## config.mk

```make
export PLATFORM = sky130hd
export DESIGN_NAME = rom_loader_top
export DESIGN_NICKNAME = d
export VERILOG_FILES = /design/src/loader_pkg.sv /design/src/dl_if.sv /design/src/byte_descrambler.sv /design/src/header_capture.sv /design/src/prog_write_ctrl.sv /design/src/region_decoder.sv /design/src/rom_loader_top.sv
export SDC_FILE = /design/constraint.sdc
export NUM_CORES = 1
export LEC_CHECK = 0
export ABC_AREA = 1
export BUFFER_PORTS_ARGS = -buffer_cell sky130_fd_sc_hd__buf_2
export CORE_ASPECT_RATIO = 0.6
export CORE_MARGIN = 5
export CORE_UTILIZATION = 48
export CTS_BUF_LIST = sky130_fd_sc_hd__clkbuf_8
export DETAILED_ROUTE_END_ITERATION = 8
export HOLD_SLACK_MARGIN = 0.12
export PLACE_DENSITY = 0.71
export REMOVE_ABC_BUFFERS = 1
export SETUP_SLACK_MARGIN = 0.3
export SLEW_MARGIN = 5
export SYNTH_ARGS = -nofsm -noshare
export SYNTH_HDL_FRONTEND = slang
export SYNTH_SLANG_ARGS = --single-unit
```

## constraint.sdc

```tcl
create_clock -name clk -period 13.3 [get_ports clk]
set_clock_uncertainty 0.2 [all_clocks]
set_input_delay 0.665 -clock clk [delete_from_list [all_inputs] [get_ports clk]]
set_output_delay 0.665 -clock clk [all_outputs]
set_load 0.02 [all_outputs]
```

## src/loader_pkg.sv

```systemverilog
// rom loader package with header layout, region offsets, descramble table and shared types
package loader_pkg;

    localparam int ADDR_W  = 25;  // host byte address, up to 32 MB
    localparam int PROG_AW = 22;  // sdram word address

    // header layout, byte positions in the download stream
    localparam int START_BYTES   = 8;   // four 16-bit region starts
    localparam int START_HEADER  = 16;  // start block incl. reserved bytes
    localparam int REGSIZE       = 24;  // video config bytes after the start block
    localparam int FULL_HEADER   = 64;
    localparam int KABUKI_HEADER = 48;  // first decoder key byte
    localparam int KABUKI_LEN    = 11;
    localparam int CFG_BYTE      = 39;  // carries decrypt flag and key bit

    // word offsets per region, cps1 layout
    localparam logic [PROG_AW-1:0] CPU_OFFSET = 22'h00_0000;
    localparam logic [PROG_AW-1:0] SND_OFFSET = 22'h00_0000;
    localparam logic [PROG_AW-1:0] PCM_OFFSET = 22'h01_0000;  // after sound code in bank 1
    localparam logic [PROG_AW-1:0] GFX_OFFSET = 22'h00_0000;

    localparam logic [1:0] BANK_CPU   = 2'd3;
    localparam logic [1:0] BANK_GFX   = 2'd2;
    localparam logic [1:0] BANK_OTHER = 2'd1;

    // per data bit xor terms, bit 0 first
    localparam logic [7:0] SCRAMBLE_MASK [0:7] = '{
        8'h04, 8'h21, 8'h01, 8'h50, 8'h40, 8'h06, 8'h08, 8'h88
    };
    // bits 3 and 7 are inverted in the table so their masks live in the base
    localparam logic [7:0] SCRAMBLE_BASE = 8'hD8;

    typedef enum logic [2:0] {
        HEADER,
        CPU,
        SND,
        PCM,
        GFX,
        QSND
    } region_t;

    // first member is the msb, so snd sits in bits 15:0 (header bytes 0 and 1)
    typedef struct packed {
        logic [15:0] qsnd;
        logic [15:0] gfx;
        logic [15:0] pcm;
        logic [15:0] snd;
    } starts_t;

    typedef logic [8*KABUKI_LEN-1:0] key_t;  // first key byte ends up in the msbs

endpackage

```

## src/dl_if.sv

```systemverilog
// download bus from the host, one byte per write strobe
`timescale 1ns/1ps

interface dl_if import loader_pkg::*; ();

    logic              downloading;  // high for the whole transfer
    logic [ADDR_W-1:0] addr;         // byte address
    logic [7:0]        data;
    logic              wr;           // single cycle strobe

    modport src (
        output downloading,
        output addr,
        output data,
        output wr
    );

    modport sink (
        input downloading,
        input addr,
        input data,
        input wr
    );

endinterface

```

## src/byte_descrambler.sv

```systemverilog
// cpu code descrambler, bitwise xor table applied to selected bytes
`timescale 1ns/1ps

module byte_descrambler import loader_pkg::*; (
    input  logic [7:0] din,
    input  logic       sel,   // byte falls in the scrambled area
    output logic [7:0] dout
);

    logic [7:0] mixed;

    // each set bit folds its mask in
    always_comb begin
        mixed = SCRAMBLE_BASE;
        for (int i = 0; i < 8; i++) begin
            if (din[i])
                mixed = mixed ^ SCRAMBLE_MASK[i];
        end
    end

    assign dout = sel ? mixed : din;  // plain bytes untouched

endmodule

```

## src/header_capture.sv

```systemverilog
// header capture, picks region starts, descramble flags, config bytes and decoder key
`timescale 1ns/1ps

module header_capture import loader_pkg::*; (
    input  logic       clk,
    input  logic       rst_n,
    dl_if.sink         dl,
    output starts_t    starts,
    output logic       decrypt,
    output logic       key_bit,
    output logic       cfg_we,
    output logic [5:0] cfg_idx,
    output logic [7:0] cfg_byte,
    output key_t       kabuki_key,
    output logic       key_valid
);

    logic take;      // byte accepted this cycle
    logic is_start;
    logic is_cfg;
    logic is_key;
    logic is_flag;
    logic last_key;

    assign take = dl.wr && dl.downloading;

    // address windows inside the header
    assign is_start = dl.addr < ADDR_W'(START_BYTES);
    assign is_cfg   = dl.addr >= ADDR_W'(START_BYTES) &&
                      dl.addr <  ADDR_W'(REGSIZE + START_HEADER);
    assign is_key   = dl.addr >= ADDR_W'(KABUKI_HEADER) &&
                      dl.addr <  ADDR_W'(KABUKI_HEADER + KABUKI_LEN);
    assign is_flag  = dl.addr == ADDR_W'(CFG_BYTE);
    assign last_key = dl.addr == ADDR_W'(KABUKI_HEADER + KABUKI_LEN - 1);

    // control state
    always_ff @(posedge clk) begin
        if (!rst_n) begin
            starts    <= '1;  // all ones keeps every byte in the cpu region
            decrypt   <= 1'b0;
            key_bit   <= 1'b0;
            cfg_we    <= 1'b0;
            key_valid <= 1'b0;
        end else begin
            cfg_we <= take && is_cfg;  // single cycle per config byte
            if (take && is_start)
                starts <= {dl.data, starts[63:8]};  // little endian fill
            if (take && is_flag) begin
                decrypt <= dl.data[7];
                key_bit <= dl.data[6];  // selects odd or even bytes
            end
            if (take && last_key)
                key_valid <= 1'b1;
            if (!dl.downloading) begin
                decrypt   <= 1'b0;
                key_valid <= 1'b0;  // held until the transfer ends
            end
        end
    end

    // payload, no reset
    always_ff @(posedge clk) begin
        if (take && is_cfg) begin
            cfg_idx  <= dl.addr[5:0];
            cfg_byte <= dl.data;
        end
        if (take && is_key)
            kabuki_key <= {kabuki_key[8*KABUKI_LEN-9:0], dl.data};  // shift in from the lsb
    end

    // config strobes come from separate host writes, never back to back
    assert property (@(posedge clk) disable iff (!rst_n) cfg_we |=> !cfg_we)
        else $error("cfg_we held for two cycles");

endmodule

```

## src/prog_write_ctrl.sv

```systemverilog
// sdram write request control, holds prog_we or prom_we until the memory is ready
`timescale 1ns/1ps

module prog_write_ctrl import loader_pkg::*; (
    input  logic    clk,
    input  logic    rst_n,
    input  logic    downloading,
    input  logic    accept,     // data byte registered this cycle
    input  region_t region,
    input  logic    prog_rdy,   // one cycle pulse from the loader
    output logic    prog_we,
    output logic    prom_we
);

    logic req_q;     // request still waiting for ready
    logic req_c;
    logic to_prom;

    // new byte or an old one still pending
    assign req_c   = accept || req_q;
    assign to_prom = region == QSND;  // q-sound internal rom has its own strobe

    always_ff @(posedge clk) begin
        if (!rst_n)
            req_q <= 1'b0;
        else
            req_q <= req_c && !prog_rdy && downloading;  // drop on ready or end
    end

    // region is held by the decoder until the next strobe
    assign prog_we = req_c && !to_prom;
    assign prom_we = req_c && to_prom;

    // a held request keeps its target, so one byte never drives both strobes
    assert property (@(posedge clk) disable iff (!rst_n) req_q |-> $stable(to_prom))
        else $error("write target changed while a request was pending");

    // each request is raised by its own accept, never on top of a pending one
    assert property (@(posedge clk) disable iff (!rst_n) req_q |-> !accept)
        else $error("new byte accepted while a request was pending");

endmodule

```

## src/region_decoder.sv

```systemverilog
// region decoder, maps a byte address to sdram word address, bank, mask and data
`timescale 1ns/1ps

module region_decoder import loader_pkg::*; (
    input  logic               clk,
    input  logic               rst_n,
    dl_if.sink                 dl,
    input  starts_t            starts,
    input  logic               decrypt,
    input  logic               key_bit,
    output logic [PROG_AW-1:0] prog_addr,
    output logic [1:0]         prog_mask,
    output logic [1:0]         prog_bank,
    output logic [7:0]         prog_byte,
    output region_t            region,
    output logic               accept
);

    logic              take;
    logic              in_hdr;
    logic [ADDR_W-1:0] bulk;        // address past the header
    logic [15:0]       kb;          // 1 KB index of bulk
    region_t           reg_c;
    logic [15:0]       reg_start;   // start of the selected region in KB
    logic [PROG_AW-1:0] reg_off;
    logic [ADDR_W-1:0] rel;         // byte address inside the region
    logic [PROG_AW-1:0] word_c;
    logic              descr_sel;
    logic [7:0]        byte_c;

    assign take   = dl.wr && dl.downloading;
    assign in_hdr = dl.addr < ADDR_W'(FULL_HEADER);
    assign bulk   = dl.addr - ADDR_W'(FULL_HEADER);
    assign kb     = {1'b0, bulk[ADDR_W-1:10]};

    // starts are ordered, first match wins
    always_comb begin
        if (in_hdr)               reg_c = HEADER;
        else if (kb < starts.snd) reg_c = CPU;
        else if (kb < starts.pcm) reg_c = SND;
        else if (kb < starts.gfx) reg_c = PCM;
        else if (kb < starts.qsnd) reg_c = GFX;
        else                      reg_c = QSND;
    end

    always_comb begin
        case (reg_c)
            SND:     begin reg_start = starts.snd; reg_off = SND_OFFSET; end
            PCM:     begin reg_start = starts.pcm; reg_off = PCM_OFFSET; end
            GFX:     begin reg_start = starts.gfx; reg_off = GFX_OFFSET; end
            default: begin reg_start = '0;         reg_off = CPU_OFFSET; end  // cpu at 0
        endcase
    end

    assign rel    = bulk - {reg_start[14:0], 10'd0};
    assign word_c = (reg_c == QSND) ? {9'd0, bulk[12:0]}  // internal rom, small
                                    : rel[PROG_AW:1] + reg_off;

    // upper half of cpu code, one byte lane only
    assign descr_sel = (reg_c == CPU) && decrypt && bulk[19] && (dl.addr[0] ^ key_bit);

    byte_descrambler descr_i (
        .din  (dl.data),
        .sel  (descr_sel),
        .dout (byte_c)
    );

    always_ff @(posedge clk) begin
        if (!rst_n) begin
            accept <= 1'b0;
            region <= HEADER;
        end else begin
            accept <= take && !in_hdr;  // header bytes never reach sdram
            if (take)
                region <= reg_c;
        end
    end

    always_ff @(posedge clk) begin
        if (take) begin
            prog_addr <= word_c;
            prog_mask <= dl.addr[0] ? 2'b01 : 2'b10;  // active low lane select
            prog_bank <= (reg_c == CPU) ? BANK_CPU :
                         (reg_c == GFX) ? BANK_GFX : BANK_OTHER;
            prog_byte <= byte_c;
        end
    end

endmodule

```

## src/rom_loader_top.sv

```systemverilog
// rom download router top, host byte stream in, sdram writes and header outputs out
`timescale 1ns/1ps

module rom_loader_top import loader_pkg::*; (
    input  logic               clk,
    input  logic               rst_n,
    input  logic               downloading,
    input  logic [24:0]        ioctl_addr,
    input  logic [7:0]         ioctl_data,
    input  logic               ioctl_wr,
    input  logic               prog_rdy,
    output logic [PROG_AW-1:0] prog_addr,
    output logic [15:0]        prog_data,
    output logic [1:0]         prog_mask,  // active low
    output logic [1:0]         prog_bank,
    output logic               prog_we,
    output logic               prom_we,    // q-sound internal rom
    output logic               cfg_we,
    output logic [5:0]         cfg_idx,
    output logic [7:0]         cfg_byte,
    output key_t               kabuki_key,
    output logic               key_valid
);

    starts_t    starts;
    logic       decrypt;
    logic       key_bit;
    logic [7:0] prog_byte;
    region_t    region;
    logic       accept;

    dl_if dl_bus ();

    assign dl_bus.downloading = downloading;
    assign dl_bus.addr        = ioctl_addr;
    assign dl_bus.data        = ioctl_data;
    assign dl_bus.wr          = ioctl_wr;

    header_capture hdr_i (
        .clk        (clk),
        .rst_n      (rst_n),
        .dl         (dl_bus.sink),
        .starts     (starts),
        .decrypt    (decrypt),
        .key_bit    (key_bit),
        .cfg_we     (cfg_we),
        .cfg_idx    (cfg_idx),
        .cfg_byte   (cfg_byte),
        .kabuki_key (kabuki_key),
        .key_valid  (key_valid)
    );

    region_decoder dec_i (
        .clk       (clk),
        .rst_n     (rst_n),
        .dl        (dl_bus.sink),
        .starts    (starts),
        .decrypt   (decrypt),
        .key_bit   (key_bit),
        .prog_addr (prog_addr),
        .prog_mask (prog_mask),
        .prog_bank (prog_bank),
        .prog_byte (prog_byte),
        .region    (region),
        .accept    (accept)
    );

    prog_write_ctrl wr_i (
        .clk         (clk),
        .rst_n       (rst_n),
        .downloading (downloading),
        .accept      (accept),
        .region      (region),
        .prog_rdy    (prog_rdy),
        .prog_we     (prog_we),
        .prom_we     (prom_we)
    );

    assign prog_data = {2{prog_byte}};  // mask picks the lane

endmodule

```

==> flow_summary.toml, run 1 <==
[critical_path]
crit_type = "in -> reg"
crit_top_cell = "nand2_1"
crit_start = "ioctl_addr[8]"
reg2reg_depth = 27
r2r_end = "dec_i.prog_addr[21]"
start_kind = "primary input"
path_max_fanout = 12
cp-end-kind = "flip-flop"
cp.arrival_ns = 6.37
slowest_delay_ns = 0.52
r2r_setup_slack_ns = 8.22
worst-endpoint-required_ns = 13.36
timing.rr.start = "hdr_i.starts[25]"
crit_slowest_cell = "xnor2_1"

[worst_hold_path]
hold_start = "ioctl_addr[2]"
hold_path_class = "in -> reg"
min_path_cells = 1
min_to = "hdr_i.cfg_idx[2]"

[synth]
yosysTopAreaCell = "edfxtp_1"
synth_xor_area_frac = 0.0231
ys_ff_latch = 209
seq_area_frac_synth = 0.562
synthDistinctLibCells = 39
ys_warn_count = 0
syn_inst = 980
synthMuxAreaShare = 0
synth_top_family_by_area = "simple AND/OR/NAND/NOR gates"
yosys.area_share.simple = 0.145
synth_area_per_cell_um2 = 10.1
ys_top_cells_by_area = "edfxtp_1, dfxtp_1, ha_1"
yosysTopAreaCellShare = 0.414
synth_area_um2 = 9870
synth_compound_area_frac = 0.110
synthAdderAreaFrac = 0.0921

[die]
initial_core_util = 0.490
die-area_um2 = 23600
ioPinCount = 186
die_h_um = 121
core_area_um2 = 20100
die_x_um = 195
rows = 40

[finish]
design_area_um2 = 11700
drive_gt1_frac = 0.220
mostFrequentLayoutCells = "nand2_1, buf_2, edfxtp_1"
num-fill-cells = 1748
diodes = 0
area_delta_synth_final_pct = 18.8
final_nets = 1283
final_common_cell = "nand2_1"

[timing]
post-route-period-util = 0.474
fmax_mhz = 159
rsz0062_at_grt = "false"
setup_tns_ns = 0
final_hold_viol_count = 0
worst_slack_ns = 6.99
relSlewSlack = 0.194
maxSlewViolCount = 0
fin_crit_ns = 6.31
setup_viol = 0
worstMarginPinSlew_ns = 1.21

[placed_design]
placed_area_um2 = 11000
port_buffers = 185
dp_hpwl_um = 19900
gp_congestion = 0.965
dpl_worst_slack_ns = 6.58

[power_and_ir_drop]
p_leak_nw = 5.88
cellPowerDensity_nw_per_um2 = 114
ir_worst_vdd_mv = 0.0840

[clock_network]
cts_htree_levels = 2
clk_pin_slew_ns = 0.06
cts.repair.resized = 0
ctsRootBufferMaster = "clkbuf_8"
cts_tree = "done"
cts_hold_buf = 1
postCtsSetupBuffers = 0
worstSkewPairLatency_ns = 0.52
cts_buffers = 34
cts.sinks = 209
cts_buffer_depth = 3

[routing]
drt_iter0_drc = 630
routed_via_density = 5.26
drc = 0
routedWlPerCell_um = 17.6
dr.pass1.iters = 5
ant_nets = 0
via_count = 7739
wl_um = 25900

[global_routing]
grt_pass1_vias = 7128
grt_pass1_wl_um = 40300
grt_max_degree = 125
grt.busiest_layer = "met1"
grt_util_all_layers = 0.217
antenna_found_initial = 0
grt_overflow = 0
use_met2 = 0.306
grtUsageMet1 = 0.335
met3_usage = 0.0527

[run]
drv_cap = 0

[status]
status = "finished, final reports clean"
-- report_power, final --
group / switching, mW / total [mW] / internal [mW]
clock network: 0.254 / 0.551 / 0.297
registers: 0.00184 / 0.695 / 0.693
logic: 0.0618 / 0.0903 / 0.0285
total: 0.317 / 1.34 / 1.02
-- logic make-up after synthesis --
family | count (synthesis)
AOI/OAI and AO/OA | 174
buffers and inverters | 162
xor gates and xnor gates | 26
DFF | 209
adders and majority gates | 72
and+or+nand+nor | 337
-- sequential cells by signal, summed over array words and instances (netlist names) --
register and flops:
dec_i.region 3, hdr_i.cfg_we 1, wr_i.req_q 1, hdr_i.cfg_byte 8, hdr_i.key_bit 1, hdr_i.starts 64
dec_i.prog_byte 8, hdr_i.decrypt 1, dec_i.prog_mask 2, hdr_i.cfg_idx 6, hdr_i.kabuki_key 88, dec_i.prog_addr 22
dec_i.prog_bank 2, dec_i.accept 1, hdr_i.key_valid 1
-- critical path, delay by kind of cell --
family,cells,cell delay [ns]
compound gates,2,0.42
fa+ha+maj,3,0.96
buf+inv,5,0.53
simple gates,22,3.00
xor+xnor,2,0.78
-- cells in the mapped netlist (all sizes together) --
| cell type | number |
|---|---|
| nand2 | 201 |
| edfxtp | 136 |
| inv | 125 |
| dfxtp | 73 |
| ha | 71 |
| nor2 | 68 |
| o211ai | 60 |
| a21oi | 51 |
| o21ai | 38 |
| nand3 | 35 |
| clkbuf | 22 |
| xor2 | 16 |
| buf | 15 |
| nand4 | 14 |
| nor3 | 13 |
| o22ai | 11 |
| xnor2 | 10 |
| a211oi | 4 |
| nor4 | 3 |
| o21bai | 3 |
| nand3b | 2 |
| o21a | 2 |
| o221ai | 2 |
| a221oi | 1 |
| a311oi | 1 |
| a31oi | 1 |
| fa | 1 |
| nor3b | 1 |
-- per-layer routing --
layer | routed length (um) | up-vias | share of wire
met5 | 0 | - | 0
met4 | 335 | 0 | 0.013
met3 | 2810 | 35 | 0.11
met2 | 10300 | 374 | 0.40
met1 | 12400 | 3564 | 0.48
li1 | - | 3766 | -
-- metrics by stage --
step,utilization,total power [mW],hold slack [ns],cells
after CTS,0.583,1.35,0.155,1471
after floorplan,-,0.759,0.229,943
final,0.583,1.34,0.186,1471
after global placement,0.548,0.797,0.223,1409
after detailed placement,0.548,0.798,0.227,1409
after global routing,0.583,1.39,0.154,1471
-- layout make-up --
type / instances / area (um2) / share of cell area
timing repair buffer: 194 / 996 / 0.0850
clock buffer: 40 / 551 / 0.0470
tap: 273 / 342 / 0.0291
multi-input combinational: 609 / 3680 / 0.314
inverter: 125 / 469 / 0.0400
clock inverter: 21 / 134 / 0.0114
sequential: 209 / 5550 / 0.473
-- worst max-delay path by stage --
stage | endpoint | slack (ns)
after floorplan | hdr_i.kabuki_key[0] | 3.96
after global placement | dec_i.prog_addr[21] | 6.65
after detailed placement | dec_i.prog_addr[21] | 6.58
after CTS | dec_i.prog_addr[21] | 7.09
after global routing | dec_i.prog_addr[21] | 6.49
final | dec_i.prog_addr[21] | 6.99
Note: power is estimated with default switching activity, not from simulation.
==> run 2, diff against run 1 <==
- PLACE_DENSITY: 0.71 -> 0.73
- clock period: 13.3 -> 5.58 ns (I/O delays scaled with it)
==> flow_summary.toml, run 2 (synthesis gave the netlist of run 1 again) <==
[status]
status = "finished, final reports clean"

[die]
initial_core_util = 0.490
die_x_um = 195
ioPinCount = 186
rows = 40
die_h_um = 121
core_area_um2 = 20100
die-area_um2 = 23600

[global_routing]
grt_pass1_vias = 7673
grt_overflow = 0
antenna_found_initial = 0
grt_pass1_wl_um = 42400
grt_util_all_layers = 0.224
grt_max_degree = 125

[run]
drv_cap = 0

[finish]
largest_reg_flops = 88
final_common_cell = "nand2_1"
mostFrequentLayoutCells = "nand2_1, buf_2, edfxtp_1"
final_cells = 1535
regMostFlops = "hdr_i.kabuki_key"
drive_gt1_frac = 0.250
final_nets = 1348
reg.largest.list = "hdr_i.kabuki_key (88), hdr_i.starts (64), dec_i.prog_addr (22)"
area_delta_synth_final_pct = 25.2
diodes = 0

[timing]
fin_crit_ns = 4.94
relSlewSlack = 0.187
worstMarginPinSlew_ns = 1.22
rsz0062_at_grt = "false"
timing.hold.ws_ns = 0.159
final_hold_viol_count = 0
post-route-period-util = 0.885
fmax_mhz = 202
maxSlewViolCount = 0
setup_viol = 0

[routing]
drc = 0
drt_iter0_drc = 750
wl_um = 27400
via_count = 8129
dr.pass1.iters = 5
routedWlPerCell_um = 17.8
ant_nets = 0
routed_via_density = 5.30

[critical_path]
crit_type = "in -> reg"
r2r_setup_slack_ns = 1.11
path_max_fanout = 10
crit_top_cell = "nand2_1"
worst-endpoint-required_ns = 5.69
slowest_delay_ns = 0.35
cp-end-kind = "flip-flop"
crit_slowest_cell = "fa_2"
start_kind = "primary input"
cp.arrival_ns = 5.05

[clock_network]
cts_htree_levels = 1
cts_buffer_depth = 3
worstSkewPairLatency_ns = 0.56
cts_buffers = 30
clk_pin_slew_ns = 0.06
cts_tree = "done"
ctsRootBufferMaster = "clkbuf_8"
cts.sinks = 209

[placed_design]
port_buffers = 185
gp_congestion = 0.981
place_inst = 1442
dp_hpwl_um = 20500

[worst_hold_path]
hold_path_class = "in -> reg"

[power_and_ir_drop]
p_leak_nw = 6.18
ir_worst_vdd_mv = 0.140
cellPowerDensity_nw_per_um2 = 253
-- run 2: cell count changes in the layout (fill, tap and decap cells not counted), moves of 3 or more --
cell           previous run  this run
buf_4                     8        44
a21oi_2                   0         3
nor2_4                    1         4
clkbuf_8                 40        33
a21oi_1                  51        48
nor2_2                    1         4
dlygate4sd3_1             1        32
nor2_1                   65        59
-- run 2: metrics by stage --
step                instance area (um2)  setup TNS [ns]  setup slack, ns  utilization  total power, mW
floorplan                          9670         -296.96            -3.37            -             1.81
global placement                  11300               0           0.0899        0.560             1.91
detailed placement                11300         -0.0387          -0.0387        0.560             1.92
CTS                               12200               0            0.517        0.606             3.13
global route                      12400               0            0.284        0.614             3.25
finish                            12400               0            0.640        0.614             3.12
-- run 2: where the power goes --
group / total, mW / switching (mW) / leakage (nW) / internal, mW
clock: 1.21 / 0.571 / 0.352 / 0.638
combinational: 0.258 / 0.161 / 4.01 / 0.0971
sequential: 1.66 / 0.00492 / 1.82 / 1.65
-- run 2: routing by layer --
metal | vias to the layer above | routed length (um) | track usage
met5 | - | 0 | 0
met4 | 0 | 470 | 0.0449
met3 | 44 | 3230 | 0.0597
met2 | 432 | 11200 | 0.322
met1 | 3754 | 12500 | 0.342
li1 | 3899 | - | -
-- run 2: final timing paths --
path / depth (start not counted) / end / start
min reg2reg: 0 / hdr_i.kabuki_key[11] / hdr_i.kabuki_key[3]
max reg2reg: 25 / dec_i.prog_addr[21] / hdr_i.starts[27]
max: 36 / dec_i.prog_addr[21] / ioctl_addr[15]
min: 5 / hdr_i.starts[60] / ioctl_wr
-- run 2: repair_timing --
item	in CTS	in global routing
setup buffers	0	4
setup endpoints to repair	0	5
hold buffers	32	0
resized for setup	0	29
hold endpoints to repair	68	0
-- run 2: final cells by class --
type | count | area (um2)
inverter | 125 | 469
clock buffer | 33 | 454
clock inverter | 23 | 150
sequential | 209 | 5550
tap | 273 | 342
multi-input combinational | 610 | 3810
timing repair buffer | 262 | 1590
fill | 1632 | 7760
-- run 2: critical path: cells and delay by family --
family / cells / cell delay (ns)
XOR/XNOR: 2 / 0.41
AO/OA/AOI/OAI: 3 / 0.46
adder cells (fa/ha/maj): 3 / 0.87
buffers and inverters: 6 / 0.66
AND/OR/NAND/NOR: 22 / 2.38
